$ cat config.mk
export PLATFORM = sky130hd
export DESIGN_NAME = lua_exec
export DESIGN_NICKNAME = d
export VERILOG_FILES = /design/src/lua_pkg.sv /design/src/lua_exec.sv
export SDC_FILE = /design/constraint.sdc
export NUM_CORES = 1
export LEC_CHECK = 0
export ABC_AREA = 0
export BUFFER_PORTS_ARGS = -buffer_cell sky130_fd_sc_hd__buf_2
export CAP_MARGIN = 20
export CORE_MARGIN = 2
export CORE_UTILIZATION = 60
export DETAILED_ROUTE_END_ITERATION = 10
export PLACE_DENSITY = 0.78
export RECOVER_POWER = 50
export SYNTH_ARGS = -nofsm -noshare
export SYNTH_HDL_FRONTEND = slang
export SYNTH_SLANG_ARGS = --single-unit
$ cat constraint.sdc
create_clock -name clk -period 8.7 [get_ports clk]
set_input_delay 0.435 -clock clk [delete_from_list [all_inputs] [get_ports clk]]
set_output_delay 0.435 -clock clk [all_outputs]
set_load 0.05 [all_outputs]
$ cat src/lua_pkg.sv
`default_nettype none

package lua_pkg;

	typedef logic [31:0] word_t;
	typedef logic [6:0] ttag_t;

	localparam ttag_t TT_INT = 7'd19; // compared on low five bits
	localparam int TVALUE_SHIFT = 3; // 8-byte stack slot
	localparam word_t SAVEDPC_OFS = 32'd20;

	typedef enum logic [1:0] {
		CMD_RUN = 2'd0,
		CMD_LOAD_REG = 2'd1,
		CMD_LOAD_TT = 2'd2,
		CMD_LOAD_BASE = 2'd3
	} cmd_e;

	typedef enum logic [5:0] {
		OP_MOVE = 6'd0,
		OP_ADD = 6'd13,
		OP_SUB = 6'd14,
		OP_MUL = 6'd15
	} opcode_e;

	typedef enum logic [1:0] {
		INSTR_IN_PROGRESS = 2'd0,
		INSTR_DONE = 2'd1,
		INSTR_IDLE = 2'd2,
		INSTR_NOT_IMPL = 2'd3
	} instr_status_e;

	typedef enum logic [1:0] {
		A_SRC_INSTR = 2'd0,
		A_SRC_DUMP = 2'd1,
		A_SRC_HOST = 2'd3
	} a_src_e;

	typedef enum logic [3:0] {
		ST_IDLE = 4'd0,
		ST_FETCH_PC = 4'd1,
		ST_FETCH_INSTR = 4'd2,
		ST_STORE_PC = 4'd3,
		ST_EXEC = 4'd4,
		ST_LOAD_REG = 4'd5,
		ST_LOAD_TT = 4'd6,
		ST_LOAD_BASE = 4'd7,
		ST_STORE_REGS = 4'd8,
		ST_FINISH = 4'd15
	} cmd_state_e;

	typedef enum logic [1:0] {
		PH_START = 2'd0,
		PH_DATA = 2'd1,
		PH_TYPE = 2'd2,
		PH_DONE = 2'd3
	} dump_phase_e;

endpackage

`default_nettype wire

$ cat src/lua_exec.sv
`timescale 1ns/1ps
`default_nettype none

module lua_exec #(
	parameter int REG_ADDR_BITS = 6
) (
	input wire clk,
	input wire rst,
	input wire run_instr,
	input wire lua_pkg::word_t instruction,
	input wire lua_pkg::word_t data_b,
	input wire lua_pkg::word_t data_c,
	input wire lua_pkg::ttag_t type_b,
	input wire lua_pkg::ttag_t type_c,
	output logic [REG_ADDR_BITS-1:0] idx_a,
	output logic [REG_ADDR_BITS-1:0] idx_b,
	output logic [REG_ADDR_BITS-1:0] idx_c,
	output lua_pkg::word_t instr_wr_data,
	output lua_pkg::ttag_t instr_wr_type,
	output logic instr_wr_en,
	output lua_pkg::instr_status_e instr_status
);
	import lua_pkg::*;

	opcode_e opcode;
	logic k_b;
	logic k_c;
	logic int_ok;

	// op[5:0] a[13:6] c[22:14] b[31:23], top bit of b/c flags a constant
	assign opcode = opcode_e'(instruction[5:0]);
	assign idx_a = instruction[6 +: REG_ADDR_BITS];
	assign idx_c = instruction[14 +: REG_ADDR_BITS];
	assign idx_b = instruction[23 +: REG_ADDR_BITS];
	assign k_c = instruction[22];
	assign k_b = instruction[31];

	assign int_ok = (type_b[4:0] == TT_INT[4:0]) && (type_c[4:0] == TT_INT[4:0]) &&
		!k_b && !k_c;

	always_ff @(posedge clk or posedge rst) begin
		if (rst) begin
			instr_status <= INSTR_IDLE;
		end else if (!run_instr) begin
			instr_status <= INSTR_IDLE;
		end else begin
			case (instr_status)
				INSTR_IDLE: begin
					case (opcode)
						OP_MOVE: instr_status <= INSTR_IN_PROGRESS;
						OP_ADD, OP_SUB, OP_MUL:
							instr_status <= int_ok ? INSTR_IN_PROGRESS : INSTR_NOT_IMPL;
						default: instr_status <= INSTR_NOT_IMPL;
					endcase
				end
				INSTR_IN_PROGRESS: instr_status <= INSTR_DONE;
				default: instr_status <= INSTR_IDLE;
			endcase
		end
	end

	always_comb begin
		instr_wr_data = data_b;
		instr_wr_type = TT_INT;
		case (opcode)
			OP_ADD: instr_wr_data = data_b + data_c; // wraps at 32 bits
			OP_SUB: instr_wr_data = data_b - data_c;
			OP_MUL: instr_wr_data = data_b * data_c;
			default: instr_wr_type = type_b; // move keeps tag
		endcase
	end

	assign instr_wr_en = (instr_status == INSTR_IN_PROGRESS);

endmodule

`default_nettype wire

Yosys cells after proc, flatten, opt, wreduce, memory -nomap -nowiden --
Cells that the tools add are included.
Operators by class: add/sub/neg operators 2, multipliers 1, eq/ne operators 6, muxes and demuxes 6, reductions and logical operators 8
Operator list (number):
- case mux 32 bit (3 select lines) | 1
- adder 32 bit | 1
- multiplier 32 x 32 -> 32 bit | 1
- subtractor 32 bit | 1
- equality test 6 x 4 -> 1 bit, second input constant | 3
- equality test 5 bit, second input constant | 2
- case mux 2 bit (2 select lines) | 2
- two-way mux 7 bit | 1
- logical NOT 6 bit | 1
- two-way mux 2 bit | 2
- logical AND 1 bit | 3
- OR reduction 3 bit | 1
- equality test 2 bit, second input constant | 1
- logical NOT 1 bit | 2
- logical NOT 2 bit | 1
Storage, ports and cells: bits in registers 2, output and inout bits 60, word-level logic and storage cells 24

Depth between registers and ports, before layout --
depth after elaboration 8, mapped depth 28

Worst setup path after synthesis --
OpenSTA, ideal clock, no wires.
path kind input to output, from in data_b[13], to out instr_wr_data[30], arrival 7.625 ns, required time 8.265 ns, setup slack 0.640 ns, cell stages on the path 26, path buffers 2, cells stage by stage clkbuf_1 -> clkbuf_1 -> and2_1 -> fa_1 -> fa_1 -> fa_1 -> inv_1 -> fa_1 -> inv_1 -> fa_1 -> inv_1 -> fa_1 -> inv_1 -> fa_1 -> fa_1 -> ha_1 -> and4_1 -> nand2_1 -> nor2_1 -> a21oi_1 -> a211oi_1 -> o31a_1 -> o21a_1 -> mux2i_1 -> a21oi_1 -> a31oi_1
Between the ends: cells in the longest elaborated chain, start to end 2
Ends and longest elaborated chain:
- from (decl) | line lua_exec.sv:11 | input wire lua_pkg::word_t data_b,
- multiplier 32 x 32 -> 32 bit (tied with other cells) | line lua_exec.sv:68 | OP_MUL: instr_wr_data = data_b * data_c;
- case mux 32 bit (3 select lines) * | line lua_exec.sv:65 | case (opcode)
- to (decl) | line lua_exec.sv:18 | output lua_pkg::word_t instr_wr_data,
Mark *: on every way between the ends. The rest lies on a longest branch, timed or not.

Final worst setup path --
from in data_c[3], to out instr_wr_data[31]
Between the ends: cells in the longest elaborated chain, start to end 2
Ends and longest elaborated chain:
- from (decl) | line lua_exec.sv:12 | input wire lua_pkg::word_t data_c,
- multiplier 32 x 32 -> 32 bit (tied with other cells) | line lua_exec.sv:68
- case mux 32 bit (3 select lines) * | line lua_exec.sv:65
Marked as above.

==> impl_metrics.yaml <==
status:
  status: "finished, violations left"
  violations: "max-capacitance violations, max-slew violations"
yosys:
  synth_ff_type: "dfstp_2"
  synthCells: 2220
  ys_types: 72
  seq_area_frac_synth: 0.00273
  yosys_warnings: 0
  synth.cell_area_um2: 18800
  synth_area_leaders: "fa_1, and2_1, ha_1, inv_1, nand2_1"
  synth.top_cell.area_share: 0.435
  syn_nets: 2898
  avgSynthCellArea_um2: 8.48
  yosys_register_bits: 2
  ys_async_sr_fraction: 1.00
  yosysTopAreaCell: "fa_1"
  synth-edff-count: 0
finish:
  regMostFlops: "instr_status"
  drive_gt1_frac: 0.0813
  final_cell_count_no_fill: 2661
  synthToLayoutAreaGrowth_pct: 5.25
  final_common_cell: "fa_1"
  final_cell_mix: "fa_1, inv_1, and2_1"
  seq_area_um2: 51.3
  nets: 2943
  largest_reg_flops: 2
  stdcell_area_um2: 19800
  multi_input_area_um2: 16700
  top_regs: "instr_status x2"
  nFillCells: 2639
die:
  io_pins: 173
  dieWidth_um: 181
  rows: 64
  die_y_um: 181
  start_util: 0.612
  dieArea_um2: 32800
  core_um2: 30700
route:
  via_per_inst: 5.89
  vias: 15700
  dr.pass1.iters: 8
  wirelength_um: 55500
  wl_per_cell_um: 20.8
  drt_iter0_drc: 1277
  drc: 0
  ant_nets: 0
setup_path:
  cpPeakStageDelay_ps: 610
  required_ps: 8270
  path_buf_inv: 5
  crit_path_max_fanout: 21
  crit_path_frequent_cell: "fa_1"
  cp_top_family: "adder cells"
  arrival_ps: 8040
  crit_slowest_cell: "fa_1"
  critPathKind: "input pin to primary output"
  r2r_start: "instr_status[1]$_DFF_PP1_"
  startpoint: "data_c[3]"
  cp-start-kind: "input pin"
  end_kind: "primary output"
clock_network:
  cts_setup_buffers: 0
  clock-root-buffer: "clkbuf_16"
  cts_tree: "built"
  max-clock-path-buffers: 2
  cts_sinks: 2
  clk_pin_slew_ps: 30
  clkLatencyLatePin_ps: 230
  numCtsBuffers: 3
  cts_hold_buf: 0
  htree_levels: 1
placement:
  dpl.hpwl_um: 44500
  io_buffers: 128
  place_area_um2: 19700
  gp_congestion: 1.06
  dpl.cell_count: 2656
timing:
  slew-limit-headroom: -0.483
  fmax_ghz: 0.118
  final_hold_viol_count: 0
  worst_pin_slew_ps: 2200
  whs_ps: 56.9
  rsz0062_at_grt: "false"
  final-max-slew-violation-count: 23
  period_share: 0.974
  setup_viol: 0
  tns_ps: 0
  period_needed_ps: 8470
  skew_ps: 5.95
global_route:
  grt_usage: 0.352
  grt_pass1_vias: 16600
  gr-total-overflow: 0
  grt_antenna_before_repair: 1
  grt_first_pass_wirelength_um: 89400
  grt_max_degree: 28
job:
  maxCapViolations: 1
min_path:
  hp-class: "input pin to async pin"
==> per-layer routing <==
layer,vias up,GRT usage,wire [µm]
li1,6817,-,-
met1,7780,0.473,21700
met2,879,0.571,25300
met3,187,0.0546,5520
met4,0,0.148,2960
met5,-,0,0
==> layout make-up <==
class / count / share of cell area
Clock buffer: 4 / 0.00398
Timing Repair Buffer: 177 / 0.0503
Sequential cell: 2 / 0.00259
Tap cell: 396 / 0.0250
Inverter: 390 / 0.0739
Multi-Input combinational cell: 1691 / 0.844
Antenna cell: 1 / 0.000126
==> cells in the mapped netlist, types with 3 or more instances <==
library cell,count
a32oi_1,3
nand2_1,272
o221ai_1,3
xor2_1,42
o21ai_1,5
a221oi_1,10
and2_1,313
o21ai_0,40
xnor2_1,93
buf_1,3
a21o_1,23
o22ai_1,4
a31oi_1,4
nand3_1,16
and3_1,7
o41ai_1,3
ha_1,156
a22oi_1,5
a41oi_1,3
fa_1,409
nand2b_1,17
clkbuf_1,113
or3_1,5
inv_1,390
o31a_1,5
nor2_1,86
a21oi_1,65
o21bai_1,5
nor2b_1,3
nor3_1,20
buf_4,18
a211oi_1,7
nand3b_1,3
o211ai_1,5
o21a_1,12
o31ai_1,5
==> kinds of logic (layout without fill, tap and decap cells) <==
group                      after synthesis  count (layout)  synth area share
buffers and inverters                  527             571             0.109
adders and majority gates              565             565             0.539
other                                    0               1                 0
and+or+nand+nor                        764             764             0.207
DFF                                      2               2           0.00273
muxes                                    2               2           0.00106
AOI/OAI and AO/OA                      225             225            0.0782
xor gates and xnor gates               135             135            0.0628
==> repair_timing <==
action	in CTS	in global routing
hold endpoints to repair	0	0
endpoints found under the setup margin	0	3
gates resized for setup	0	3
==> through the flow <==
step                utilization  setup slack, ps
floorplan                     -              640
global placement          0.642              330
global route              0.644             51.4
finish                    0.644              229
CTS                       0.645              219
detailed placement        0.642              247
==> final timing paths <==
check                                                  to  slack, ps  cells past startpoint
worst max-delay path                    instr_wr_data[31]        230                     25
worst min-delay path            instr_status[0]$_DFF_PP0_         60                      2
worst max register to register  instr_status[0]$_DFF_PP0_       7770                      2
worst min register to register  instr_status[0]$_DFF_PP0_        530                      1
max in group asynchronous       instr_status[1]$_DFF_PP1_       8440                      2
min in group clk                instr_status[0]$_DFF_PP0_        480                      3
Power is not shown: default switching activity piles up to over one toggle a cycle in this logic, so the estimate is an artifact.
