<file path="config.mk">
export PLATFORM = sky130hd
export DESIGN_NAME = lua_reg_dump
export DESIGN_NICKNAME = d
export VERILOG_FILES = /design/src/lua_pkg.sv /design/src/lua_reg_dump.sv
export SDC_FILE = /design/constraint.sdc
export NUM_CORES = 1
export LEC_CHECK = 0
export ABC_AREA = 1
export ABC_CLOCK_PERIOD_IN_PS = 6050
export BUFFER_PORTS_ARGS = -buffer_cell sky130_fd_sc_hd__buf_2
export CORE_MARGIN = 2
export CORE_UTILIZATION = 30
export CTS_CLUSTER_DIAMETER = 150
export DETAILED_ROUTE_END_ITERATION = 12
export GPL_ROUTABILITY_DRIVEN = 0
export GPL_TIMING_DRIVEN = 0
export PLACE_DENSITY_LB_ADDON = 0.05
export SETUP_SLACK_MARGIN = 0.15
export SLEW_MARGIN = 10
export SYNTH_ARGS = -nofsm -noshare
export SYNTH_HDL_FRONTEND = slang
export SYNTH_SLANG_ARGS = --single-unit
export TNS_END_PERCENT = 30
</file>
<file path="constraint.sdc">
create_clock -name clk -period 6.05 [get_ports clk]
set_input_delay 0.9075 -clock clk [delete_from_list [all_inputs] [get_ports clk]]
set_output_delay 0.9075 -clock clk [all_outputs]
set_load 0.01 [all_outputs]
</file>
<file path="src/lua_pkg.sv">
`default_nettype none

package lua_pkg;

	typedef logic [31:0] word_t;
	typedef logic [6:0] ttag_t;

	localparam ttag_t TT_INT = 7'd19; // compared on low five bits
	localparam int TVALUE_SHIFT = 3; // 8-byte stack slot
	localparam word_t SAVEDPC_OFS = 32'd20;

	typedef enum logic [1:0] {
		CMD_RUN = 2'd0,
		CMD_LOAD_REG = 2'd1,
		CMD_LOAD_TT = 2'd2,
		CMD_LOAD_BASE = 2'd3
	} cmd_e;

	typedef enum logic [5:0] {
		OP_MOVE = 6'd0,
		OP_ADD = 6'd13,
		OP_SUB = 6'd14,
		OP_MUL = 6'd15
	} opcode_e;

	typedef enum logic [1:0] {
		INSTR_IN_PROGRESS = 2'd0,
		INSTR_DONE = 2'd1,
		INSTR_IDLE = 2'd2,
		INSTR_NOT_IMPL = 2'd3
	} instr_status_e;

	typedef enum logic [1:0] {
		A_SRC_INSTR = 2'd0,
		A_SRC_DUMP = 2'd1,
		A_SRC_HOST = 2'd3
	} a_src_e;

	typedef enum logic [3:0] {
		ST_IDLE = 4'd0,
		ST_FETCH_PC = 4'd1,
		ST_FETCH_INSTR = 4'd2,
		ST_STORE_PC = 4'd3,
		ST_EXEC = 4'd4,
		ST_LOAD_REG = 4'd5,
		ST_LOAD_TT = 4'd6,
		ST_LOAD_BASE = 4'd7,
		ST_STORE_REGS = 4'd8,
		ST_FINISH = 4'd15
	} cmd_state_e;

	typedef enum logic [1:0] {
		PH_START = 2'd0,
		PH_DATA = 2'd1,
		PH_TYPE = 2'd2,
		PH_DONE = 2'd3
	} dump_phase_e;

endpackage

`default_nettype wire

</file>
<file path="src/lua_reg_dump.sv">
`timescale 1ns/1ps
`default_nettype none

module lua_reg_dump #(
	parameter int REG_ADDR_BITS = 6
) (
	input wire clk,
	input wire rst,
	input wire store_regs,
	input wire lua_pkg::word_t base,
	input wire lua_pkg::word_t data_a,
	input wire lua_pkg::ttag_t type_a,
	input wire dirty_a,
	input wire valid_a,
	input wire mem_waitrequest,
	output logic [REG_ADDR_BITS-1:0] idx_a_dump,
	output logic dump_done,
	output lua_pkg::word_t mem_address,
	output lua_pkg::word_t mem_writedata,
	output logic mem_write
);
	import lua_pkg::*;

	dump_phase_e phase;
	logic [REG_ADDR_BITS-1:0] cur_reg;
	logic should_write;
	logic last_reg;
	word_t slot_addr;

	assign should_write = dirty_a && valid_a;
	assign last_reg = &cur_reg;
	assign slot_addr = base + (word_t'(cur_reg) << TVALUE_SHIFT);
	assign idx_a_dump = cur_reg;
	assign dump_done = (phase == PH_DONE);

	always_ff @(posedge clk or posedge rst) begin
		if (rst) begin
			phase <= PH_START;
			cur_reg <= '0;
		end else begin
			case (phase)
				PH_START: begin
					if (store_regs) begin
						cur_reg <= '0;
						phase <= PH_DATA;
					end
				end
				PH_DATA: begin
					if (!should_write) begin // clean, one cycle
						if (last_reg)
							phase <= PH_DONE;
						else
							cur_reg <= cur_reg + 1'b1;
					end else if (!mem_waitrequest) begin
						phase <= PH_TYPE;
					end
				end
				PH_TYPE: begin
					if (!mem_waitrequest) begin
						phase <= last_reg ? PH_DONE : PH_DATA;
						cur_reg <= cur_reg + 1'b1;
					end
				end
				default: phase <= PH_START;
			endcase
		end
	end

	always_comb begin
		mem_address = '0;
		mem_writedata = '0;
		mem_write = 1'b0;
		if (phase == PH_DATA && should_write) begin
			mem_address = slot_addr;
			mem_writedata = data_a;
			mem_write = 1'b1;
		end else if (phase == PH_TYPE) begin
			mem_address = slot_addr + 32'd4; // tag word of the slot
			mem_writedata = word_t'(type_a);
			mem_write = 1'b1;
		end
	end

endmodule

`default_nettype wire

</file>
== Word-level counts from Yosys, hierarchy flattened ==
Index checks and enable logic that the tools add are counted.
Storage, ports and cells
  register bits: 8
  bits in latches: 0
  bits in writable memories: 0
  bits in read-only memories: 0
  input port bits: 77
  output and inout bits: 72
  word-level logic and storage cells: 39
  memories: 0
Cells by class
  add/sub/neg operators: 3
  $mul: 0
  div/mod/pow operators: 0
  magnitude comparators: 0
  eq/ne operators: 9
  shift operators: 0
  muxes and demuxes: 18
  bitwise logic cells: 0
  reduce and logical (&&, ||, !) cells: 7
Operators with widths (number)
  32-bit 2-to-1 mux: 3
  32-bit by 3-bit adder with 32-bit output (second input constant): 1
  32-bit by 9-bit adder with 32-bit output: 1
  6-bit 2-to-1 mux: 4
  6-bit one-hot mux with 3 select lines: 1
  2-bit 2-to-1 mux: 6
  2-bit != test (second input constant): 4
  7-bit 2-to-1 mux: 1
  6-bit by 1-bit adder with 6-bit output (second input constant): 1
  3-bit != test (second input constant): 2
  2-bit one-hot mux with 3 select lines: 1
  6-bit AND reduction: 1
  5-bit AND reduction: 1
  2-bit == test (second input constant): 2
  4-bit AND reduction: 1
  3-bit nonzero test: 1
  2-bit by 1-bit == test with 1-bit output (second input constant): 1
  1-bit logical AND: 2
  2-bit logical NOT: 1
  1-bit 2-to-1 mux: 2

== Depth between registers and ports, before layout ==
  word-level depth: 4
  mapped depth: 19

== Least setup slack after synthesis ==
No wires, ideal clock.
  path type: input port to output port
  start: input port base[3]
  end: output port mem_address[15]
  arrival: 2.922 ns
  required time: 5.142 ns
  slack: 2.220 ns
  cell stages on the path: 13
  buffers on the path: 0
  cell sequence: ha_1 fa_1 nand3_1 nor3_2 nand2_1 nor2_1 nand2_1 nor3b_2 nand2_1 o21ai_1 o21ai_0 nand2_1 inv_1
On the way
  word-level cells in the longest chain between the ends: 4
RTL lines
  start, declared: RTL line lua_reg_dump.sv:10  | input wire lua_pkg::word_t base,
  32-bit by 9-bit adder with 32-bit output *: RTL line lua_reg_dump.sv:32  | assign slot_addr = base + (word_t'(cur_reg) << TVALUE_SHIFT);
  32-bit by 3-bit adder with 32-bit output: RTL line lua_reg_dump.sv:78  | mem_address = slot_addr + 32'd4;
  32-bit 2-to-1 mux: RTL line lua_reg_dump.sv:77  | end else if (phase == PH_TYPE) begin
  32-bit 2-to-1 mux *: RTL line lua_reg_dump.sv:73  | if (phase == PH_DATA && should_write) begin
  end, declared: RTL line lua_reg_dump.sv:18  | output lua_pkg::word_t mem_address,
Every way passes the cells marked *; elsewhere a longest branch is shown, timed or not.

== Worst setup path in the final report ==
  start: input port base[3]
  end: output port mem_address[25]
The elaborated chain is that of the path after synthesis.

==> flow_metrics.tcl <==
set metrics [dict create \
    ys_types 39 \
    cts_max_path_buffers 2 \
    grt_max_degree 11 \
    cts_sinks 8 \
    grt_pass1_vias 3852 \
    path_max_fanout 8 \
    ant_nets 0 \
    combPwrFrac_pct 80.9 \
    diodes 0 \
    drc_errors 0 \
    swShare_pct 56.6 \
    p_int_uw 337 \
    postLayoutCoreUtil_pct 40.6 \
    rsz0062_at_grt "false" \
    post-dp-hpwl_mm 9.46 \
    overflow 0 \
    yosys_warnings 0 \
    p_leak_nw 2.35 \
    path_clk_slew_ns 0.04 \
    grt_pass1_wl_mm 17.6 \
    synth_edf_count 0 \
    start_util_pct 30.9 \
    syn-instance-count 614 \
    slew_viol_final 0 \
    core_area_um2 9730 \
    cts_made_buffers 3 \
    first_pass_iters 4 \
    wl_mm 10.8 \
    critPathArrivalTime_ns 3.49 \
    ys_ff_latch 8 \
    maxCapViolCount 0 \
    yosys.area.top_type "nand2_1" \
    antenna_found_initial 0 \
    clkPwrFrac_pct 8.1 \
    dr_total_vias 4177 \
    synth.area.top_cells "nand2_1 (24%), nor2_1 (14%), inv_1 (13%)" \
    avgSynthCellArea_um2 4.89 \
    drive_above_1_share_pct 25.1 \
    yosysTopAreaCellShare_pct 24.1 \
    port_buffers 148 \
    p_per_area_nw_per_um2 197 \
    setup_viol 0 \
    max-vdd-ir-drop_mv 0.187 \
    cts_root_buffer "clkbuf_8" \
    period_share_pct 72.6 \
    multi_input_area_um2 2370 \
    switchingPower_uw 440 \
    hold_class "flip-flop to flip-flop" \
    clock_latency_ns 0.22 \
    die_w_um 104 \
    fp.dieArea_um2 10800 \
    synthArstFlopShare_pct 100 \
    status "completed" \
    timing.fmax_mhz 228 \
    final.setup.tns_ns 0 \
    rows 36 \
    layout_commonest_cell "nand2_1" \
    tightest_slew_ns 0.565 \
    routedWlPerCell_um 12.0 \
    worst_setup_path_end_kind "primary output" \
    cts_hold_buffers 0 \
    cts_tree "done" \
    pwr-share-seq_pct 11.1 \
    synthFlopType "dfrtp_1" \
    cts_resized 0 \
    crit_path_start_kind "primary input" \
    crit_type "primary input to primary output" \
    dr.first_iter.drc_count 143 \
    syn_to_final_growth_pct 31.6 \
    via_per_inst 4.65 \
    fillers 1178 \
    finalClockSkew_ns 0.00417 \
    final_cell_mix "nand2_1 (193), buf_2 (150), nor2_1 (113)" \
    cts_max_level 1 \
    die_height_um 104 \
    ff_latch_area_um2 200 \
    period_needed_ns 4.39 \
    grt_usage_pct 19.0 \
    final_hold_viol_count 0 \
    syn-num-nets 704 \
    cts_setup_buffers 0 \
    nets 857 \
    crit_required_ns 5.14 \
    yosysSeqAreaShare_pct 6.67 \
    slew_headroom_pct 62.4 \
    ios 149 \
    synthesis.area_um2 3000 \
]
[sequential cells by signal, summed over array words and instances (netlist names)]
register and count:
idx_a_dump 6, phase 2
[power groups by stage]
stage / Combinational [mW] / Clock, mW / Sequential [mW]
2_1_floorplan: 0.391 / 0 / 0.0849
3_3_place_gp: 0.630 / 0 / 0.0864
3_5_place_dp: 0.632 / 0 / 0.0871
4_1_cts: 0.636 / 0.0642 / 0.0864
5_1_grt: 0.707 / 0.0669 / 0.0879
6_report: 0.628 / 0.0626 / 0.0859
[cells in the mapped netlist (3+ instances only)]
cell and number:
nand3_2 5, nand2_2 7, nor2_1 113, ha_1 12, clkbuf_1 7, o21ai_0 20, nor3_1 15, inv_1 100
xor2_1 3, xnor2_1 3, a211oi_1 3, inv_2 4, nand2_1 193, nand4_1 11, dfrtp_1 8, nand3b_1 5
nand3_1 52, nor2_2 12, a21oi_1 16
[final timing paths]
kind / startpoint / endpoint / slack, ns / depth (start not counted)
setup reg to reg: phase[1] / idx_a_dump[3] / 3.59 / 11
hold / removal: phase[0] / phase[0] / 0.60 / 2
setup / recovery: base[3] / mem_address[25] / 1.66 / 21
max in group asynchronous: rst / phase[1] / 5.19 / 2
hold reg to reg: phase[0] / phase[0] / 0.60 / 2
min in group asynchronous: rst / idx_a_dump[2] / 0.62 / 2
[per-layer routing]
metal	up-vias	routed length (µm)	track usage, %
li1	2214	-	-
met1	1865	4750	22.7
met2	92	5530	38.1
met3	6	423	1.63
met4	0	59	1.35
met5	-	0	0
[cell type report]
| type | instances | share of cell area (%) |
|---|---|---|
| buffer | 9 | 0.919 |
| clock buffer | 3 | 1.05 |
| inverter | 104 | 9.88 |
| multi-input combinational | 493 | 60.1 |
| sequential | 8 | 5.07 |
| tap | 133 | 4.21 |
| timing repair buffer | 148 | 18.8 |
[cell families after synthesis]
kind of cell	Yosys count	synth area share [%]
flip-flops	8	6.67
AO/OA/AOI/OAI	49	9.38
adder cells (fa/ha/maj)	13	5.67
buffers and inverters	113	14.2
XOR/XNOR	6	1.75
AND/OR/NAND/NOR	425	62.3
[worst max-delay path: stages]
cell     delay [ns]
buf_2          0.11
ha_1           0.26
fa_1           0.42
nand2_1        0.11
nand2_1        0.10
nand3_2        0.11
nand2_4        0.09
nand2_1        0.09
inv_1          0.08
nand2_1        0.07
nand2_2        0.09
inv_2          0.09
nand2_2        0.07
nor2_1         0.12
nand2_1        0.11
nor2_2         0.16
nand3_1        0.13
nand2_1        0.08
nand2_1        0.05
nor2_1         0.08
buf_2          0.14
[metrics by stage]
| stage | cell area, µm² | std cells | hold slack, ns | power (mW) | setup WS, ns |
|---|---|---|---|---|---|
| 2_1_floorplan | 3000 | 614 | 0.545 | 0.476 | 2.22 |
| 3_3_place_gp | 3910 | 895 | 0.598 | 0.716 | 1.67 |
| 3_5_place_dp | 3910 | 895 | 0.605 | 0.719 | 1.67 |
| 4_1_cts | 3950 | 898 | 0.615 | 0.787 | 1.64 |
| 5_1_grt | 3950 | 898 | 0.642 | 0.862 | 1.38 |
| 6_report | 3950 | 898 | 0.604 | 0.776 | 1.66 |
(Power assumes the default switching activity.)
