### config.mk
export PLATFORM = sky130hd
export DESIGN_NAME = lua_frame
export DESIGN_NICKNAME = d
export VERILOG_FILES = /design/src/lua_pkg.sv /design/src/lua_frame.sv
export SDC_FILE = /design/constraint.sdc
export NUM_CORES = 1
export LEC_CHECK = 0
export ABC_AREA = 1
export BUFFER_PORTS_ARGS = -buffer_cell sky130_fd_sc_hd__buf_2
export CORE_AREA = 2 2 72 92
export CTS_BUF_LIST = sky130_fd_sc_hd__clkbuf_8
export DETAILED_ROUTE_END_ITERATION = 12
export DIE_AREA = 0 0 74 94
export PLACE_DENSITY = 0.86
export SLEW_MARGIN = 20
export SYNTH_ARGS = -nofsm -noshare
export SYNTH_HDL_FRONTEND = slang
export SYNTH_SLANG_ARGS = --single-unit
### constraint.sdc
create_clock -name clk -period 5.1 [get_ports clk]
set_clock_uncertainty 0.15 [all_clocks]
set_input_delay 1.02 -clock clk [delete_from_list [all_inputs] [get_ports clk]]
set_output_delay 1.02 -clock clk [all_outputs]
set_load 0.02 [all_outputs]
### src/lua_pkg.sv
`default_nettype none

package lua_pkg;

	typedef logic [31:0] word_t;
	typedef logic [6:0] ttag_t;

	localparam ttag_t TT_INT = 7'd19; // compared on low five bits
	localparam int TVALUE_SHIFT = 3; // 8-byte stack slot
	localparam word_t SAVEDPC_OFS = 32'd20;

	typedef enum logic [1:0] {
		CMD_RUN = 2'd0,
		CMD_LOAD_REG = 2'd1,
		CMD_LOAD_TT = 2'd2,
		CMD_LOAD_BASE = 2'd3
	} cmd_e;

	typedef enum logic [5:0] {
		OP_MOVE = 6'd0,
		OP_ADD = 6'd13,
		OP_SUB = 6'd14,
		OP_MUL = 6'd15
	} opcode_e;

	typedef enum logic [1:0] {
		INSTR_IN_PROGRESS = 2'd0,
		INSTR_DONE = 2'd1,
		INSTR_IDLE = 2'd2,
		INSTR_NOT_IMPL = 2'd3
	} instr_status_e;

	typedef enum logic [1:0] {
		A_SRC_INSTR = 2'd0,
		A_SRC_DUMP = 2'd1,
		A_SRC_HOST = 2'd3
	} a_src_e;

	typedef enum logic [3:0] {
		ST_IDLE = 4'd0,
		ST_FETCH_PC = 4'd1,
		ST_FETCH_INSTR = 4'd2,
		ST_STORE_PC = 4'd3,
		ST_EXEC = 4'd4,
		ST_LOAD_REG = 4'd5,
		ST_LOAD_TT = 4'd6,
		ST_LOAD_BASE = 4'd7,
		ST_STORE_REGS = 4'd8,
		ST_FINISH = 4'd15
	} cmd_state_e;

	typedef enum logic [1:0] {
		PH_START = 2'd0,
		PH_DATA = 2'd1,
		PH_TYPE = 2'd2,
		PH_DONE = 2'd3
	} dump_phase_e;

endpackage

`default_nettype wire

### src/lua_frame.sv
`timescale 1ns/1ps
`default_nettype none

module lua_frame #(
	parameter int REG_ADDR_BITS = 6
) (
	input wire clk,
	input wire rst,
	input wire write_base,
	input wire lua_pkg::word_t dataa,
	output lua_pkg::word_t base,
	output logic [REG_ADDR_BITS-1:0] host_idx,
	output logic host_idx_ok
);
	import lua_pkg::*;

	word_t slot_ofs;

	always_ff @(posedge clk or posedge rst) begin
		if (rst)
			base <= '0;
		else if (write_base)
			base <= dataa;
	end

	assign slot_ofs = (dataa - base) >> TVALUE_SHIFT; // below base wraps high
	assign host_idx = slot_ofs[REG_ADDR_BITS-1:0];
	assign host_idx_ok = (slot_ofs[31:REG_ADDR_BITS] == '0);

endmodule

`default_nettype wire

## Word-level counts from Yosys, hierarchy flattened

Cells that the tools add are included.

- Output and inout bits: 39
- Register bits: 32
- Input port bits: 35

- Add/sub/neg operators: 1
- Reduce and logical (&&, ||, !) cells: 1

Operators by type and width:

| operator | number |
|---|---|
| subtractor 32 bit | 1 |
| zero test 26 bit | 1 |

## Logic depth before layout (Yosys ltp)

Gate-level depths: netlist (run 1).

- Word-level depth: 2
- Gate-level depth with buffers: 18
- Depth with buffers taken out: 18

## Worst setup path before layout (run 1)

No wires, ideal clock.

- Path kind: input to output
- Start point: in dataa[8]
- End point: out host_idx_ok
- Stages: 16
- Setup slack: 1.307 ns
- Arrival time: 2.623 ns
- Buffers on the path: 0
- Cell sequence: ha_1 nand2_1 nand2_2 inv_2 nand2_1 a21oi_1 nand2_2 nand2_1 nand2_1 nor2_1 nand2_1 nor2_1 nand2_1 nor2_1 nand2_1 nor2_1

- Cells in the longest elaborated chain, start to end: 2

Ends and longest elaborated chain:

| item | RTL line | source |
|---|---|---|
| start, declared | lua_frame.sv:10 | `input wire lua_pkg::word_t dataa,` |
| subtractor 32 bit | lua_frame.sv:26 | `assign slot_ofs = (dataa - base) >> TVALUE_SHIFT;` |
| zero test 26 bit | lua_frame.sv:28 | `assign host_idx_ok = (slot_ofs[31:REG_ADDR_BITS] == '0);` |
| end, declared | lua_frame.sv:13 | `output logic host_idx_ok` |

Every way passes these cells.

## Worst setup path in the final report (run 1)

- Start point: in dataa[18]
- End point: out host_idx_ok

Same word-level chain as after synthesis.

==> summary by stage, run 1 <==
Cells and area
The total inserted antenna cells is 0. In the final layout, the share of cells above drive strength 1 is 14.0%. Relative to the synthesized area, the layout overhead comes to 14.8%. The register with the most flip-flops in the layout has 32 of them.

The post-layout net count is 787. The largest register by flop count is base. The largest registers in the layout are base: 32 flops.

The filler cells instantiated in the layout total 559. Once layout is done, the placed cells without fillers occupy 0.00422 sq mm.

STA
The max-slew violation count was 0. The setup slack after layout is 0.747 ns. The upper clock frequency limit is 0.230 GHz.

For the pin with the worst max-slew slack, the measured transition is 0.900 ns. The final-report hold violation count was 0. The relative slew slack is 40.0%.

The count of final setup violators is 0. The worst path uses 85.3% of the clock period. The final total negative setup slack is 0 ns. The time the worst path needs with I/O delays and setup is 4.35 ns. Setup repair after global routing left no endpoint under its margin.

Clock tree
Post-CTS timing repair inserted 0 buffers for setup. The number of hold-repair buffers added at the cts stage is 0. TritonCTS created 5 clock buffers. The number of gates resized after cts is 0. The clock latency reported for the late side of the worst-skew pair is 0.29 ns. The count of clock tree sinks is 32. The clock passes through at most 2 buffers.

The post-CTS clock slew at the launch and capture registers of the worst setup and hold paths is 0.07 ns. The tree is rooted in a sky130_fd_sc_hd__clkbuf_8. TritonCTS built the clock tree.

CTS built an H-tree with a depth of 2.

Setup path
Walking the worst path, the cells encountered are buf_2 -> ha_1 -> nand2_1 -> nor2_1 -> inv_1 -> nor2_1 -> nand3_1 -> nand3_1 -> nand3_1 -> nand2_1 -> nand2_1 -> nand2_1 -> nand3_1 -> nor2_1 -> buf_2. The startpoint-to-endpoint class of the critical path is in2out. The critical register-to-register path startpoint is base[31]. The endpoint kind of the worst setup timing path is an output pin. The critical path arrival is 3.18 ns.

The worst setup path is launched from an input port. The required time at the endpoint of the critical path is 3.93 ns. The worst setup path startpoint is dataa[18].

Among all stages on the critical path, the largest delay is contributed by sky130_fd_sc_hd__ha_1. For this run, the slowest stage of the critical path takes 0.40 ns. Along the worst path, the maximum fanout reaches 5.

Place
The count of buffers from port buffering is 73. The HPWL after detailed placement is 8370 um. The congestion estimate from routability-driven global placement came to 0.945. Prior to clock tree synthesis, the placed netlist has a worst setup slack of 0.819 ns.

The post-place instance area is 0.00413 sq mm.

Logic synthesis
After synthesis, the largest area contributor takes up 25.3% of total cell area. The cell count after synthesis is 648. Yosys mapped the design onto 24 distinct sky130hd cell types. The cell area after synthesis is 0.00367 sq mm. Summed over all instances, the cell type with the most area after synthesis is sky130_fd_sc_hd__nand2_1. By count the netlist is led by sky130_fd_sc_hd__nand2_1 (248), sky130_fd_sc_hd__inv_1 (137), sky130_fd_sc_hd__nor2_1 (44), sky130_fd_sc_hd__o21ai_0 (34).

In this run, synthesis inferred 0 flip-flops with an integrated enable. In the synthesized netlist the async set-or-reset flop fraction comes to 100%. When the netlist entered floorplanning its net count stood at 713.

The most frequently used cell type in the post-synthesis netlist is sky130_fd_sc_hd__nand2_1. For this run, the leading register cell type out of synthesis is sky130_fd_sc_hd__dfrtp_1. For this run, the number of Yosys warnings is 0.

The average cell area after synthesis is 5.67 sq um. Sorting the synthesized cells by area gives the leading types as sky130_fd_sc_hd__nand2_1 (25%), sky130_fd_sc_hd__dfrtp_1 (22%), sky130_fd_sc_hd__inv_1 (14%), sky130_fd_sc_hd__ha_1 (10%), sky130_fd_sc_hd__o21ai_0 (4.6%). For this run, the register share of the synthesized area comes to 21.8%.

The number of flip-flops and latches in the synthesized netlist is 32.

Floorplanning
The starting utilization of the core area is 60.7%. The die is 94 um tall. The die covers 0.00696 sq mm. After floorplanning, the core was sized to cover 0.00605 sq mm. The chip width is 74 um. The number of I/O pins is 74. The initialized floorplan defines 32 standard-cell rows.

Pwr
Internal power comes to 0.000566 W. Dividing total power by cell area gives a power density of 249 mW/mm^2. The highest ir drop seen on vdd is 0.154 mV.

The clock network burns 20.3% of the power. Net switching is 46.2% of the power. Summed over all nets, the switching power comes to 0.000485 W. The leakage power is 2.61 nW. Sequential cells account for 27.4% of the total power.

The share of total power dissipated in combinational logic is 52.3%.

Detailed routing
The post-detailed-route wirelength per cell is 12.3 um. The highest layer touched by signal routing is met4. In this run the remaining antenna-violating nets after routing total 0. In the final routing, the length of wire on met1 measures 4020 um. The amount of wire on met3 after detailed routing is 392 um. The detailed-route via count is 4052. In the detailed route, the total length drawn on met2 is 5140 um. The aggregate routed wire length is 9930 um. The detail-routed via count per cell is 5.01. The DRC violation count after routing is 0.

The number of search-and-repair iterations in the first detailed-routing pass is 5. In this run, the number of DRC markers left after iteration 0 of detailed routing was 190.

Worst hold path
The path class of the tightest hold or removal check is reg2reg. The startpoint identified for the worst hold timing path is base[29].

GRT
The largest net degree at the start of global routing is 64. The first global-routing pass estimated 16600 um of wire. The number of global-route vias before repair is 3799. After global routing the overflow that remains totals 0.

The number of antenna violations at the first check in global routing is 0. The aggregate global-route resource usage is 30.7%.

Flow run
The total of max-cap violations is 0.

Run status
The run finished with clean final reports.
## worst max-delay path, delay by kind of cell
kind / cells / cell delay [ns]
buf+inv: 3 / 0.43
simple gates: 11 / 1.35
fa+ha+maj: 1 / 0.40
## power by group through the flow
stage / clock, W / combinational [W] / sequential [W]
finish: 0.000213 / 0.000550 / 0.000288
global route: 0.000224 / 0.000622 / 0.000291
detailed placement: 0 / 0.000545 / 0.000293
floorplan: 0 / 0.000365 / 0.000322
global placement: 0 / 0.000536 / 0.000291
CTS: 0.000216 / 0.000547 / 0.000288
## metrics by stage
stage,hold WS [ns],cells,utilization (%),power [W]
after global routing,0.434,808,69.7,0.00114
after CTS,0.401,808,69.7,0.00105
after detailed placement,0.389,800,68.2,0.000838
final,0.395,808,69.7,0.00105
after global placement,0.377,800,68.2,0.000827
after floorplan,0.484,648,-,0.000687
## final cells by class
class                           instances  area, sq um  share of cell area, %
Multi-Input combinational cell        467         2310                   54.9
Sequential cell                        32          801                   19.0
Inverter                              142          533                   12.6
Timing Repair Buffer                   74          373                   8.85
Tap cell                               85          106                   2.52
Clock buffer                            6         82.6                   1.96
Clock inverter                          2         7.51                  0.178
## cells in the final DEF, fill, tap and decap left out, drive strengths merged
cell	count
o21ai	34
nor2	51
clkinv	1
nand2	256
clkbuf	6
nor3	5
o31a	1
xnor2	1
nand4	10
inv	143
buf	74
xor2	7
nand3	32
dfrtp	32
o21bai	5
mux2	1
nand3b	6
a21oi	26
ha	30
and2	2
## path summary, 6_finish.rpt
kind / cells after the start / end / slack (ns)
min reg2reg: 2 / base[29] / 0.40
max: 15 / host_idx_ok / 0.75
min: 2 / base[29] / 0.40
max in group asynchronous: 3 / base[16] / 3.82
min in group asynchronous: 3 / base[26] / 0.66
max reg2reg: 1 / base[31] / 4.17
## logic make-up after synthesis
group | after synthesis | share of synthesized area [%]
AOI/OAI and AO/OA | 66 | 9.54
and+or+nand+nor | 362 | 41.0
xor gates and xnor gates | 8 | 1.91
buffers and inverters | 149 | 15.2
DFF | 32 | 21.8
muxes | 1 | 0.307
adders and majority gates | 30 | 10.2
## layer usage
| metal | global-route usage, % | vias up |
|---|---|---|
| li1 | - | 2122 |
| met3 | 2.68 | 25 |
| met5 | 0 | - |
| met2 | 56.5 | 116 |
| met1 | 35.2 | 1789 |
| met4 | 13.3 | 0 |
No activity file was read; power rests on OpenSTA's default activity.
==> run 2: changes to the inputs <==
Settings changed: CORE_AREA 2 2 72 92 to 2 2 74 90, DIE_AREA 0 0 74 94 to 0 0 76 92.
==> run 2 against run 1 <==
Against the previous run:
- non-clock buffer count stayed put
- largest cell class unchanged
- register-to-register slack hardly changed
- largest power group unchanged
- die area is 0.52% higher
==> summary by stage, run 2 (synthesis gave the netlist of run 1 again) <==
Clock tree
The number of buffers added for setup after CTS is 0. The number of hold-repair buffers added at the cts stage is 0. The clock tree from TritonCTS is built. The count of clock tree sinks is 32. Counting along the longest clock path gives a buffer depth of 2. The H-tree was split into 2 levels.

The number of gates resized after cts is 0. In this run the clock root is driven by a sky130_fd_sc_hd__clkbuf_8. Clock-pin slew was measured on the worst setup and hold paths at 0.07 ns. The clock latency reported for the late side of the worst-skew pair is 0.29 ns. The number of buffers added by the clock tree synthesis step is 5.

STA
Setup violations remaining at the end of the flow were counted as 0. Hold is met by 0.393 ns. The final-report hold violation count is 0. Setup repair after global routing left no endpoint under its margin.

The time the worst path needs with I/O delays and setup is 4.36 ns. The max-slew violation count came to 0. Summed over all failing endpoints, the final setup total negative slack is 0 ns. For the pin with the worst max-slew slack, the measured transition is 0.934 ns. For this run, the top clock speed supported by timing is 0.229 GHz. The relative slew slack is 37.7%. Dividing the final minimum period by the clock period gives 85.6%.

Cells and area
Summing all multi-input logic gate instances after layout gives 0.00231 sq mm. The flip-flop count of the largest register after layout is 32. The top cell types in the final layout, fill and taps aside, are sky130_fd_sc_hd__nand2_1 (248), sky130_fd_sc_hd__inv_1 (139), sky130_fd_sc_hd__buf_2 (73). Across the whole layout, storage elements account for 801 sq um. At the end of the flow, the number of nets in the layout was 787.

Compared with the post-synthesis result, the final layout area differs by 14.8%. 0 antenna diodes ended up in the layout. The library cell used most frequently in the layout, excluding fill and tap cells, is sky130_fd_sc_hd__nand2_1. The fraction of final layout cells sized beyond drive strength 1 is 14.0%. The number of filler cells placed in the layout is 609. The largest registers in the layout are base: 32 flops. The register with the most flip-flops in the final layout is base.

Place
At the end of routability-driven placement, the weighted congestion stood at 0.926. The count of buffers from port buffering is 73. Summed over all nets, the half-perimeter wirelength after detailed placement is 8450 um.

Setup path
The kind of start point of the critical path is an input port. The required time at the endpoint of the critical path is 3.93 ns. The startpoint-to-endpoint class of the critical path is in2out. STA classifies the critical path endpoint as an output pin. The worst-case reg-to-reg path depth is 1. The register-to-register path setup slack is 4.16 ns. In this run the critical register-to-register path is launched from base[31]. Data arrives at the worst endpoint at 3.19 ns. The endpoint of the lowest-slack register-to-register path is base[31]. In this run the worst path has a maximum fanout of 5.

Floorplanning
The chip width is 76 um. The area of the core is 0.00621 sq mm. The die extent in y is 92 um. For this configuration, the core starts out at a cell density of 59.2%. The floorplan step defined a die boundary enclosing 0.00699 sq mm.

After floorplanning, the core was divided into 32 placement rows. The number of I/O pins is 74.

Pwr
The total chip power is 0.00105 W. IR analysis of the VDD net gives a maximum drop of 0.146 mV. The ratio of total power to cell area is 249 mW/mm^2.

The leakage power is 2.61 nW.

GRT
The overflow left after global routing is 0. The first global-routing pass estimated 17000 um of wire. The number of global-route vias before repair is 3834. The aggregate global-route resource usage is 30.1%. The number of antenna violations at the first check in global routing came to 0. The largest net degree at the start of global routing is 64.

Detailed routing
The post-detailed-route wirelength per cell is 12.5 um. The violation count after the first detailed-route iteration is 208. The DRC violation count after routing is 0. The routed design has 10100 um of wire. The routed layout has 4020 vias.

In the routed layout, each cell is associated on average with a via count of 4.98. The first detailed-routing pass ran for 4 iterations. The detail route stage leaves a number of antenna-violating nets equal to 0.

Flow run
The total of max-cap violations is 0.

Run status
The run finished with clean final reports.

Worst hold path
The path type of the worst min-delay path is reg2reg. The hold-critical path depth is 2. The hold-critical path endpoint is base[8]. The worst min-delay path startpoint is base[8].
run 2: how the worst max path moves through the flow:
stage,startpoint,slack (ns),endpoint
final,dataa[11],0.74,host_idx_ok
after global routing,dataa[11],0.57,host_idx_ok
after detailed placement,dataa[11],0.79,host_idx_ok
after floorplan,dataa[8],1.31,host_idx_ok
after global placement,dataa[11],0.76,host_idx_ok
after CTS,dataa[11],0.78,host_idx_ok
run 2: final cells by class:
type                    instances  area share (%)
clock inverters                 2           0.178
repair buffers                 74            8.85
clock buffers                   6            1.96
well taps                      85            2.52
inverters                     142            12.6
multi-input cells             467            54.9
flip-flops and latches         32            19.0
run 2: metrics by stage:
step / instances / instance area, sq um / util (%) / worst slack [ns]
detailed placement: 800 / 4130 / 66.5 / 0.787
global route: 808 / 4220 / 67.9 / 0.570
CTS: 808 / 4220 / 67.9 / 0.778
global placement: 800 / 4130 / 66.5 / 0.755
finish: 808 / 4220 / 67.9 / 0.736
floorplan: 648 / 3670 / - / 1.31
run 2: worst max-delay path: stages:
cell	delay, ns
sky130_fd_sc_hd__buf_2	0.11
sky130_fd_sc_hd__ha_1	0.40
sky130_fd_sc_hd__nand2_1	0.14
sky130_fd_sc_hd__inv_1	0.08
sky130_fd_sc_hd__nand2_2	0.10
sky130_fd_sc_hd__inv_1	0.04
sky130_fd_sc_hd__a21oi_1	0.22
sky130_fd_sc_hd__nand2_1	0.18
sky130_fd_sc_hd__nand2_1	0.09
sky130_fd_sc_hd__nand2_1	0.07
sky130_fd_sc_hd__nor2_1	0.09
sky130_fd_sc_hd__nand2_1	0.05
sky130_fd_sc_hd__nor2_1	0.11
sky130_fd_sc_hd__nand2_1	0.06
sky130_fd_sc_hd__nor2_1	0.08
sky130_fd_sc_hd__nand2_1	0.07
sky130_fd_sc_hd__nor2_1	0.09
sky130_fd_sc_hd__buf_2	0.17
run 2: power breakdown:
group / total (W) / internal, W / leakage [nW] / switching [W]
Sequential: 0.000288 / 0.000277 / 0.387 / 0.0000110
Combinational: 0.000554 / 0.000183 / 2.17 / 0.000371
Clock: 0.000207 / 0.000106 / 0.0538 / 0.000100
Total: 0.00105 / 0.000566 / 2.61 / 0.000482
run 2: per-layer routing:
layer / up-vias / part of all wire [%] / GRT usage [%]
met4: 0 / 4.2 / 15.2
met3: 32 / 3.4 / 4.04
met2: 109 / 50 / 54.8
met5: - / 0 / 0
li1: 2122 / - / -
met1: 1757 / 42 / 34.6
