`config.mk`:
```
export PLATFORM = sky130hd
export DESIGN_NAME = lua_fetch
export DESIGN_NICKNAME = d
export VERILOG_FILES = /design/src/lua_pkg.sv /design/src/lua_fetch.sv
export SDC_FILE = /design/constraint.sdc
export NUM_CORES = 1
export LEC_CHECK = 0
export ABC_CLOCK_PERIOD_IN_PS = 2600
export BUFFER_PORTS_ARGS = -buffer_cell sky130_fd_sc_hd__buf_2
export CAP_MARGIN = 25
export CORE_MARGIN = 3
export CORE_UTILIZATION = 48
export CTS_CLUSTER_SIZE = 40
export DETAILED_ROUTE_END_ITERATION = 10
export PLACE_DENSITY = 0.81
export SYNTH_ARGS = -nofsm -noshare
export SYNTH_HDL_FRONTEND = slang
export SYNTH_SLANG_ARGS = --single-unit
```
`constraint.sdc`:
```
create_clock -name clk -period 2.6 [get_ports clk]
set_clock_uncertainty 0.05 [all_clocks]
set_input_delay 0.52 -clock clk [delete_from_list [all_inputs] [get_ports clk]]
set_output_delay 0.52 -clock clk [all_outputs]
set_load 0.03 [all_outputs]
```
`src/lua_pkg.sv`:
```
`default_nettype none

package lua_pkg;

	typedef logic [31:0] word_t;
	typedef logic [6:0] ttag_t;

	localparam ttag_t TT_INT = 7'd19; // compared on low five bits
	localparam int TVALUE_SHIFT = 3; // 8-byte stack slot
	localparam word_t SAVEDPC_OFS = 32'd20;

	typedef enum logic [1:0] {
		CMD_RUN = 2'd0,
		CMD_LOAD_REG = 2'd1,
		CMD_LOAD_TT = 2'd2,
		CMD_LOAD_BASE = 2'd3
	} cmd_e;

	typedef enum logic [5:0] {
		OP_MOVE = 6'd0,
		OP_ADD = 6'd13,
		OP_SUB = 6'd14,
		OP_MUL = 6'd15
	} opcode_e;

	typedef enum logic [1:0] {
		INSTR_IN_PROGRESS = 2'd0,
		INSTR_DONE = 2'd1,
		INSTR_IDLE = 2'd2,
		INSTR_NOT_IMPL = 2'd3
	} instr_status_e;

	typedef enum logic [1:0] {
		A_SRC_INSTR = 2'd0,
		A_SRC_DUMP = 2'd1,
		A_SRC_HOST = 2'd3
	} a_src_e;

	typedef enum logic [3:0] {
		ST_IDLE = 4'd0,
		ST_FETCH_PC = 4'd1,
		ST_FETCH_INSTR = 4'd2,
		ST_STORE_PC = 4'd3,
		ST_EXEC = 4'd4,
		ST_LOAD_REG = 4'd5,
		ST_LOAD_TT = 4'd6,
		ST_LOAD_BASE = 4'd7,
		ST_STORE_REGS = 4'd8,
		ST_FINISH = 4'd15
	} cmd_state_e;

	typedef enum logic [1:0] {
		PH_START = 2'd0,
		PH_DATA = 2'd1,
		PH_TYPE = 2'd2,
		PH_DONE = 2'd3
	} dump_phase_e;

endpackage

`default_nettype wire

```
`src/lua_fetch.sv`:
```
`timescale 1ns/1ps
`default_nettype none

module lua_fetch (
	input wire clk,
	input wire rst,
	input wire fetch_pc,
	input wire store_pc,
	input wire fetch_instr,
	input wire incr_pc,
	input wire lua_pkg::word_t ci,
	input wire lua_pkg::word_t mem_readdata,
	input wire mem_waitrequest,
	output lua_pkg::word_t instruction,
	output logic pc_done,
	output logic ir_done,
	output lua_pkg::word_t mem_address,
	output lua_pkg::word_t mem_writedata,
	output logic mem_read,
	output logic mem_write
);
	import lua_pkg::*;

	word_t pc;
	logic pc_rd_req;
	logic pc_wr_req;
	logic ir_req;

	// requests drop in the done cycle so an access is never repeated
	assign pc_rd_req = fetch_pc && !pc_done;
	assign pc_wr_req = store_pc && !pc_done;
	assign ir_req = fetch_instr && !ir_done;

	always_comb begin
		mem_address = '0;
		mem_writedata = '0;
		mem_read = 1'b0;
		mem_write = 1'b0;
		if (pc_rd_req || pc_wr_req) begin
			mem_address = ci + SAVEDPC_OFS; // savedpc in call-info
			mem_read = pc_rd_req;
			mem_write = pc_wr_req;
			mem_writedata = pc_wr_req ? pc : '0;
		end else if (ir_req) begin
			mem_address = pc;
			mem_read = 1'b1;
		end
	end

	always_ff @(posedge clk or posedge rst) begin
		if (rst) begin
			pc <= '0;
			pc_done <= 1'b0;
			ir_done <= 1'b0;
		end else begin
			pc_done <= (pc_rd_req || pc_wr_req) && !mem_waitrequest;
			ir_done <= ir_req && !mem_waitrequest;
			if (pc_rd_req && !mem_waitrequest)
				pc <= mem_readdata;
			else if (incr_pc)
				pc <= pc + 32'd4;
		end
	end

	always_ff @(posedge clk) begin
		if (ir_req && !mem_waitrequest)
			instruction <= mem_readdata;
	end

endmodule

`default_nettype wire

```
# ---- Yosys cells after proc, flatten, opt, wreduce, memory -nomap -nowiden
# Cells that the tools add are included.
dict set report op_classes {
  add_sub_neg 2
  reduce_logical 11
  muxes 9
}
# op count
set op_table {}
lappend op_table {{2-to-1 mux 32 bit} 6}
lappend op_table {{adder 32 x 3 -> 32 bit (second input constant)} 1}
lappend op_table {{adder 32 x 5 -> 32 bit (second input constant)} 1}
lappend op_table {{logical AND 1 bit} 6}
lappend op_table {{zero test 1 bit} 3}
lappend op_table {{2-to-1 mux 1 bit} 3}
lappend op_table {{nonzero test 2 bit} 1}
lappend op_table {{logical OR 1 bit} 1}
dict set report word_totals {
  reg_bits 66
  input_bits 71
  wordCells 26
  out_inout_bits 100
}

# ---- Logic depth before layout (Yosys ltp)
# Gate-level depths: netlist of the first run.
dict set report logic_depth {
  depth_word 4
  depth_mapped 6
  depth_no_buf 6
}

# ---- Worst setup path after synthesis of the first run
# Ideal clock, no wire load.
dict set report synth_timing {
  path_type {input to output}
  startpoint {input port ci[2]}
  endpoint {output port mem_address[22]}
  path_buffers 0
  cell_stages 6
  path_slack_ps -193
  t_arrival_ps 2223
  required_time_ps 2030
  cell_sequence {ha_1 o2111ai_4 or3_4 nor2_1 xnor2_1 o21ai_0}
}
dict set report synth_via {
  elab_chain_len 2
}
# item line
set synth_lines {}
lappend synth_lines {{from (decl)} lua_fetch.sv:11} ;# input wire lua_pkg::word_t ci,
lappend synth_lines {{adder 32 x 5 -> 32 bit} lua_fetch.sv:40} ;# mem_address = ci + SAVEDPC_OFS;
lappend synth_lines {{2-to-1 mux 32 bit} lua_fetch.sv:39} ;# if (pc_rd_req || pc_wr_req) begin
lappend synth_lines {{to (decl)} lua_fetch.sv:17} ;# output lua_pkg::word_t mem_address,
# Every way passes these cells.

# ---- Final worst setup path of the first run
dict set report layout_timing {
  startpoint {input port ci[2]}
  endpoint {output port mem_address[30]}
}
# Same word-level chain as after synthesis.

==> run summary, run 1 <==
Fin nets - 683
Outcome - complete, no violations
Post-synth net total - 500
H-tree Lvls - 3
Cts bufs inserted - 9
Comb pwr share - 30.1%
Final Max Slew Viols - 0
WP data arrival - 1.97 ns
Root Buffer Master - clkbuf_8
Die extent in x - 96.7 µm
YS warnings - 0
Top cell type by total area after synthesis - edfxtp_1
Leak pwr - 2.37 nW
Crit end category - primary output
Fin crit period - 2.54 ns
Die Ht - 96.7 µm
Mean Syn Cell Area - 9.25 µm²
Avg WL per Cell - 17.0 µm
Critical path launch point type - primary input
Power Density - 643 nW/µm²
Slowest stage delay, CP - 0.41 ns
First-pass DRT Iterations - 4
Total negative setup slack - 0 ns
Top-Level Pins - 171
Initial antenna violation count - 0
EDFF count, synth - 32
Global-route wire length before repair - 19700 µm
Overall power - 3.45 mW
Via count - 3972
Clock latency on the worst-skew pair - 0.34 ns
Pre-CTS setup slack - -0.169 ns
CTS hold repair buffers - 0
Hold Fails Final Rpt - 0
Setup ws final - 0.0563 ns
Worst-Margin Slew - 0.656 ns
Yosys cell types - 37
GP Congestion - 0.972
Final Instance Area - 5370 µm²
Row count - 32
Largest cells by area after synthesis - edfxtp_1 (24%), dfrtp_1 (22%), xor2_1 (8.0%), nand2_1 (7.0%), o21ai_0 (6.0%)
Worst-path fanout max - 4
Total grt overflow - 0
Post-DP Area - 5040 µm²
NetSw - 1.28 mW
FMAX - 0.393 GHz
Vias in the first global route - 4026
Sequential area share after synthesis - 45.9%
FF-to-FF End - pc[22]$_DFFE_PP0N_
Utilization after layout - 68.4%
Final Cycle Share - 97.8%
Synth Flop Type - dfrtp_1
Core box area - 7850 µm²
Required @ worst endpoint - 2.03 ns
# clock sinks - 66
Sequential Power Share - 41.8%
Worst vdd ir - 0.302 mV
Yosys reg bits - 66
WS Path Type - in -> out
Slew headroom - 55.9%
Share of cells above drive strength 1 - 37.9%
CTS tree - yes
RSZ-0062 raised after global routing - yes
Antenna cells - 0
Worst Path Buf+Inv - 2
Largest net degree at the start of global routing - 40
Post-DRT Antenna Nets - 0
R2R Path Start - pc[2]$_DFFE_PP0N_
Clk pwr share - 28.0%
Post-detail-place hpwl - 9380 µm
Critical Path, Cell by Cell - buf_8, ha_4, o2111ai_4, or3_4, nor4_4, xnor2_2, o21ai_2, buf_6
DRC - 0
Drt via density - 5.54
Family with the most delay on the worst path - simple AND/OR/NAND/NOR gates
Share of the synthesized area in the top cell type - 24.3%
HP Class - in -> async
CTS clk-pin slew, worst paths - 0.07 ns
Total Wirelength - 12200 µm
CP max stage cell - or3_4
Switching Fraction - 37.1%
Clk buf depth - 2
Cell area after synthesis - 3950 µm²
Worst reg2reg path depth - 6
P&R area growth vs syn - 35.9%
Die Area - 9360 µm²
Total of max-cap violations - 0
Buffers on Ports - 170
Most instantiated cells after synthesis - nand2_1 (74), o21ai_0 (47), xor2_1 (36)
Internal power - 2.17 mW
Starting density of the core - 50.4%
Final setup violation count - 0
Critical Path Start - ci[2]
Most common cell in the netlist - nand2_1
Initial DRC Count - 163
Gr usage total - 25.8%
R2R Setup Slk - 0.46 ns
Synth Instances - 427
Async SR Flop Fraction - 51.5%
## cells in the final DEF (no fill, tap or decap), types with 13 or more instances in the layout
master / netlist / routed
nor2_1: 26 / 22
dfrtp_1: 34 / 34
nand4_1: 15 / 15
xor2_1: 36 / 36
edfxtp_1: 32 / 32
and2_1: 32 / 32
o21ai_1: 3 / 16
buf_4: 0 / 30
and3_1: 13 / 13
buf_2: 2 / 156
nand2_1: 74 / 74
nand3_1: 22 / 19
o21ai_0: 47 / 32
xnor2_1: 19 / 18
## what timing repair did
action,4_1_cts,5_1_grt
gates resized for setup,9,24
setup endpoints to repair,15,16
pin swaps,3,4
buffers inserted,0,1
## power groups by stage
stage | Combinational (mW) | Sequential [mW] | Clock [mW]
after floorplan | 0.669 | 1.43 | 0
after global placement | 0.989 | 1.44 | 0
after detailed placement | 1.01 | 1.46 | 0
after CTS | 1.03 | 1.44 | 0.977
after global routing | 1.12 | 1.46 | 1.03
final | 1.04 | 1.44 | 0.967
## flip-flops by register name, indices dropped and copies added, names as in the netlist
register,flops
ir_done,1
pc,32
pc_done,1
instruction,32
## through the flow
step | cells | hold slack [ns]
final | 717 | 0.230
after global routing | 717 | 0.252
after CTS | 717 | 0.231
after detailed placement | 701 | 0.453
after global placement | 701 | 0.431
after floorplan | 427 | 0.410
## area by class of cell
cell class / count / area, µm²
fill: 642 / 2480
multi-input combinational: 339 / 2130
sequential: 66 / 1810
timing repair buffer: 191 / 1060
clock buffer: 10 / 138
tap: 102 / 128
clock inverter: 6 / 90.1
inverter: 3 / 11.3
## kinds of logic (layout without fill, tap and decap cells)
family	Yosys count	after routing	share of synthesized area, %
compound gates	68	68	9.50
simple gates	213	213	29.4
buf+inv	22	210	2.15
xor+xnor	55	55	12.2
flops	66	66	45.9
fa+ha+maj	2	2	0.633
mux	1	1	0.253
## metal layers
metal / routed length (µm) / GRT usage [%] / vias to the layer above
met5: 0 / 0 / -
li1: - / - / 1856
met1: 4810 / 31.3 / 1906
met4: 223 / 9.29 / 0
met3: 855 / 4.69 / 19
met2: 6340 / 45.8 / 191
## worst max-delay path by stage
stage	slack (ns)	depth (start not counted)	end
after global routing	-0.03	8	mem_address[23]
after floorplan	0.03	5	mem_address[17]
after CTS	-0.002	8	mem_address[30]
final	0.06	8	mem_address[30]
after global placement	-0.11	8	mem_address[26]
after detailed placement	-0.17	8	mem_address[30]
## tightest hold or removal path, cell delays in order
cell	delay [ns]
buf_2	0.09
inv_1	0.04
buf_4	0.40
Power figures use the tool's default switching activity.
==> run 2, diff against run 1 <==
Settings changed: ABC_AREA set to 1, CORE_UTILIZATION 48 to 50, PLACE_DENSITY 0.81 to 0.8.
==> run 2 against run 1 <==
  * Largest cell class unchanged
  * Via count rose by 44%
  * Critical endpoint is now mem_address[14]
  * Synthesized cell count rose by 71%
  * First-iteration DRC count rose to 3.0 times the previous value
  * Non-clock buffer count fell by 9
  * Sequential share of layout area fell by 3.6 points
  * Cell count rose by 44%
  * Maximum frequency rose by 2.2%
  * Largest power group unchanged
==> run summary, run 2 <==
Yosys reg bits - 66 (unchanged)
Worst-Margin Slew - 0.590 ns (-0.0664 ns)
Yosys cell types - 33 (-11%)
CTS hold repair buffers - 0 (unchanged)
Met2 GRT Util - 54.5% (+8.7 points)
Mean Syn Cell Area - 6.48 µm² (-30%)
Slew headroom - 60.7% (+4.7 points)
Family with the most delay on the worst path - simple AND/OR/NAND/NOR gates
Sequential Power Share - 36.9% (-4.9 points)
Avg WL per Cell - 17.2 µm (+0.94%)
FF-to-FF End - pc[19]$_DFFE_PP0N_
Die extent in x - 103 µm (+6.9%)
Clk pwr share - 26.1% (-1.9 points)
Global-route wire length before repair - 27500 µm (+40%)
FMAX - 0.402 GHz (+2.2%)
Die Area - 10700 µm² (+14%)
Vias in the first global route - 5384 (+34%)
Post-DRT Antenna Nets - 0 (unchanged)
Worst reg2reg path depth - 8 (+2)
Internal power - 2.19 mW (+0.99%)
Root Buffer Master - clkbuf_8
Largest cells by area after synthesis - nand2_1 (21%), edfxtp_1 (20%), dfrtp_1 (18%), nor2_1 (8.5%), inv_1 (6.9%)
Top-Level Pins - 171 (unchanged)
YS warnings - 0 (unchanged)
Outcome - complete, no violations
EDFF count, synth - 32 (unchanged)
Starting density of the core - 52.9% (+2.5 points)
Row count - 34 (+6.3%)
# clock sinks - 66 (unchanged)
Sequential area share after synthesis - 38.2% (-7.7 points)
Met1 Track Usage GR - 45.6% (+14 points)
HP Class - in -> async
Drt via density - 5.52 (-0.37%)
Met3 Track Usage GR - 5.16% (+0.48 points)
Comb pwr share - 37.0% (+6.9 points)
Overall power - 3.79 mW (+9.9%)
Worst vdd ir - 0.514 mV (+70%)
Crit end category - primary output
CTS tree - yes
Most frequent cells in the layout - nand2_1 (260), buf_2 (170), nor2_1 (104)
Leak pwr - 3.09 nW (+30%)
Most common cell after layout, fill and taps aside - nand2_1
Hold Fails Final Rpt - 0 (unchanged)
Die Ht - 103 µm (+6.9%)
Fin crit period - 2.49 ns (-0.0549 ns)
Grt peak-use layer - met2
R2R Path Start - pc_done$_DFF_PP0_
Share of the synthesized area in the top cell type - 20.7% (-3.6 points)
Worst Path Buf+Inv - 3 (+1)
Worst-path fanout max - 4 (unchanged)
Synth Instances - 732 (+71%)
First-pass DRT Iterations - 5 (+1)
RSZ-0062 raised after global routing - yes
Cell area after synthesis - 4740 µm² (+20%)
WP data arrival - 1.92 ns (-0.05 ns)
Largest net degree at the start of global routing - 55 (+38%)
Clk buf depth - 2 (unchanged)
Initial DRC Count - 496 (+200%)
Antenna cells - 0 (unchanged)
Most instantiated cells after synthesis - nand2_1 (262), nor2_1 (108), inv_1 (87)
Total Wirelength - 17800 µm (+46%)
Switching Fraction - 42.2% (+5.1 points)
Fin nets - 978 (+43%)
Largest regs - instruction (32), pc (32)
DRC - 0 (unchanged)
Final Cycle Share - 95.7% (-2.1 points)
WS Path Type - in -> out
Slowest stage delay, CP - 0.29 ns (-0.12 ns)
Final Max Slew Viols - 0 (unchanged)
Utilization after layout - 66.9% (-1.5 points)
Async SR Flop Fraction - 51.5% (unchanged)
Critical Path, Cell by Cell - buf_2, ha_1, nor2_2, nor2_2, nand3_1, inv_1, or2_2, nand3_1, o21ai_0, buf_2
CTS clk-pin slew, worst paths - 0.08 ns (about the same)
Cts bufs inserted - 9 (unchanged)
Post-detail-place hpwl - 14000 µm (+49%)
GP Congestion - 0.999 (+2.8%)
Post-synth net total - 805 (+61%)
Total grt overflow - 0 (unchanged)
Via count - 5718 (+44%)
P&R area growth vs syn - 26.6%
H-tree Lvls - 3 (unchanged)
Share of cells above drive strength 1 - 25.8% (-12 points)
Required @ worst endpoint - 2.03 ns (about the same)
Core box area - 8980 µm² (+14%)
Top cell type by total area after synthesis - nand2_1
Buffers on Ports - 170 (unchanged)
Critical path launch point type - primary input
Synth Flop Type - dfrtp_1
Power Density - 631 nW/µm² (-1.8%)
Final setup violation count - 0 (unchanged)
NetSw - 1.60 mW (+25%)
Initial antenna violation count - 0 (unchanged)
CP max stage cell - or2_2
Clock latency on the worst-skew pair - 0.36 ns (+0.02 ns)
R2R Setup Slk - 0.77 ns (+0.31 ns)
Most common cell in the netlist - nand2_1
Gr usage total - 33.7% (+7.9 points)
Total of max-cap violations - 0 (unchanged)
## run 2: how the worst max path moves through the flow
stage	from	to	cells after the start
detailed placement	ci[2]	mem_address[28]	11
global route	ci[2]	mem_address[22]	11
finish	ci[2]	mem_address[14]	10
global placement	ci[9]	mem_address[24]	10
CTS	ci[2]	mem_address[28]	11
floorplan	pc_done$_DFF_PP0_	mem_writedata[10]	4
## run 2: what timing repair did
item | in CTS | in global routing
resized for setup | 0 | 8
setup endpoints to repair | 0 | 8
setup buffers | 0 | 0
## run 2: final cells by class
type,instances,area (µm²)
fill,757,2970
tap,126,158
timing repair buffer,182,941
clock inverter,6,88.8
multi-input combinational,554,2520
sequential,66,1810
clock buffer,10,138
inverter,92,349
## run 2: stage by stage
step | worst slack, ns | TNS [ns] | hold slack [ns] | cells | area (µm²)
5_1_grt | -0.0180 | -0.0262 | 0.228 | 1036 | 6010
3_5_place_dp | 0.0539 | 0 | 0.503 | 1020 | 5760
4_1_cts | 0.0537 | 0 | 0.219 | 1036 | 5980
3_3_place_gp | 0.0556 | 0 | 0.487 | 1020 | 5760
6_report | 0.111 | 0 | 0.211 | 1036 | 6010
2_1_floorplan | 0.213 | 0 | 0.442 | 732 | 4750
## run 2: tightest hold or removal path, cell delays in order
cell	delay, ns
buf_2	0.10
inv_1	0.04
buf_4	0.40
## run 2: cells by family (layout without fill, tap and decap cells)
group	Yosys count	after routing	share of synthesized area [%]
flip-flops	66	66	38.2
buffers and inverters	112	290	9.31
AND/OR/NAND/NOR	464	464	40.9
XOR/XNOR	7	7	1.29
adder cells (fa/ha/maj)	2	2	0.527
AO/OA/AOI/OAI	81	81	9.78
## run 2: metal layers
metal,vias to the layer above,share of wire [%]
li1,2675,-
met1,2682,40
met2,314,47
met3,47,9.8
met4,0,3.2
met5,-,0
## run 2: power by group through the flow
| stage | registers [mW] | logic (mW) | clock network [mW] |
|---|---|---|---|
| 4_1_cts | 1.39 | 1.38 | 0.998 |
| 6_report | 1.40 | 1.40 | 0.991 |
| 3_3_place_gp | 1.40 | 1.34 | 0 |
| 5_1_grt | 1.41 | 1.52 | 1.03 |
| 2_1_floorplan | 1.40 | 0.893 | 0 |
| 3_5_place_dp | 1.41 | 1.37 | 0 |
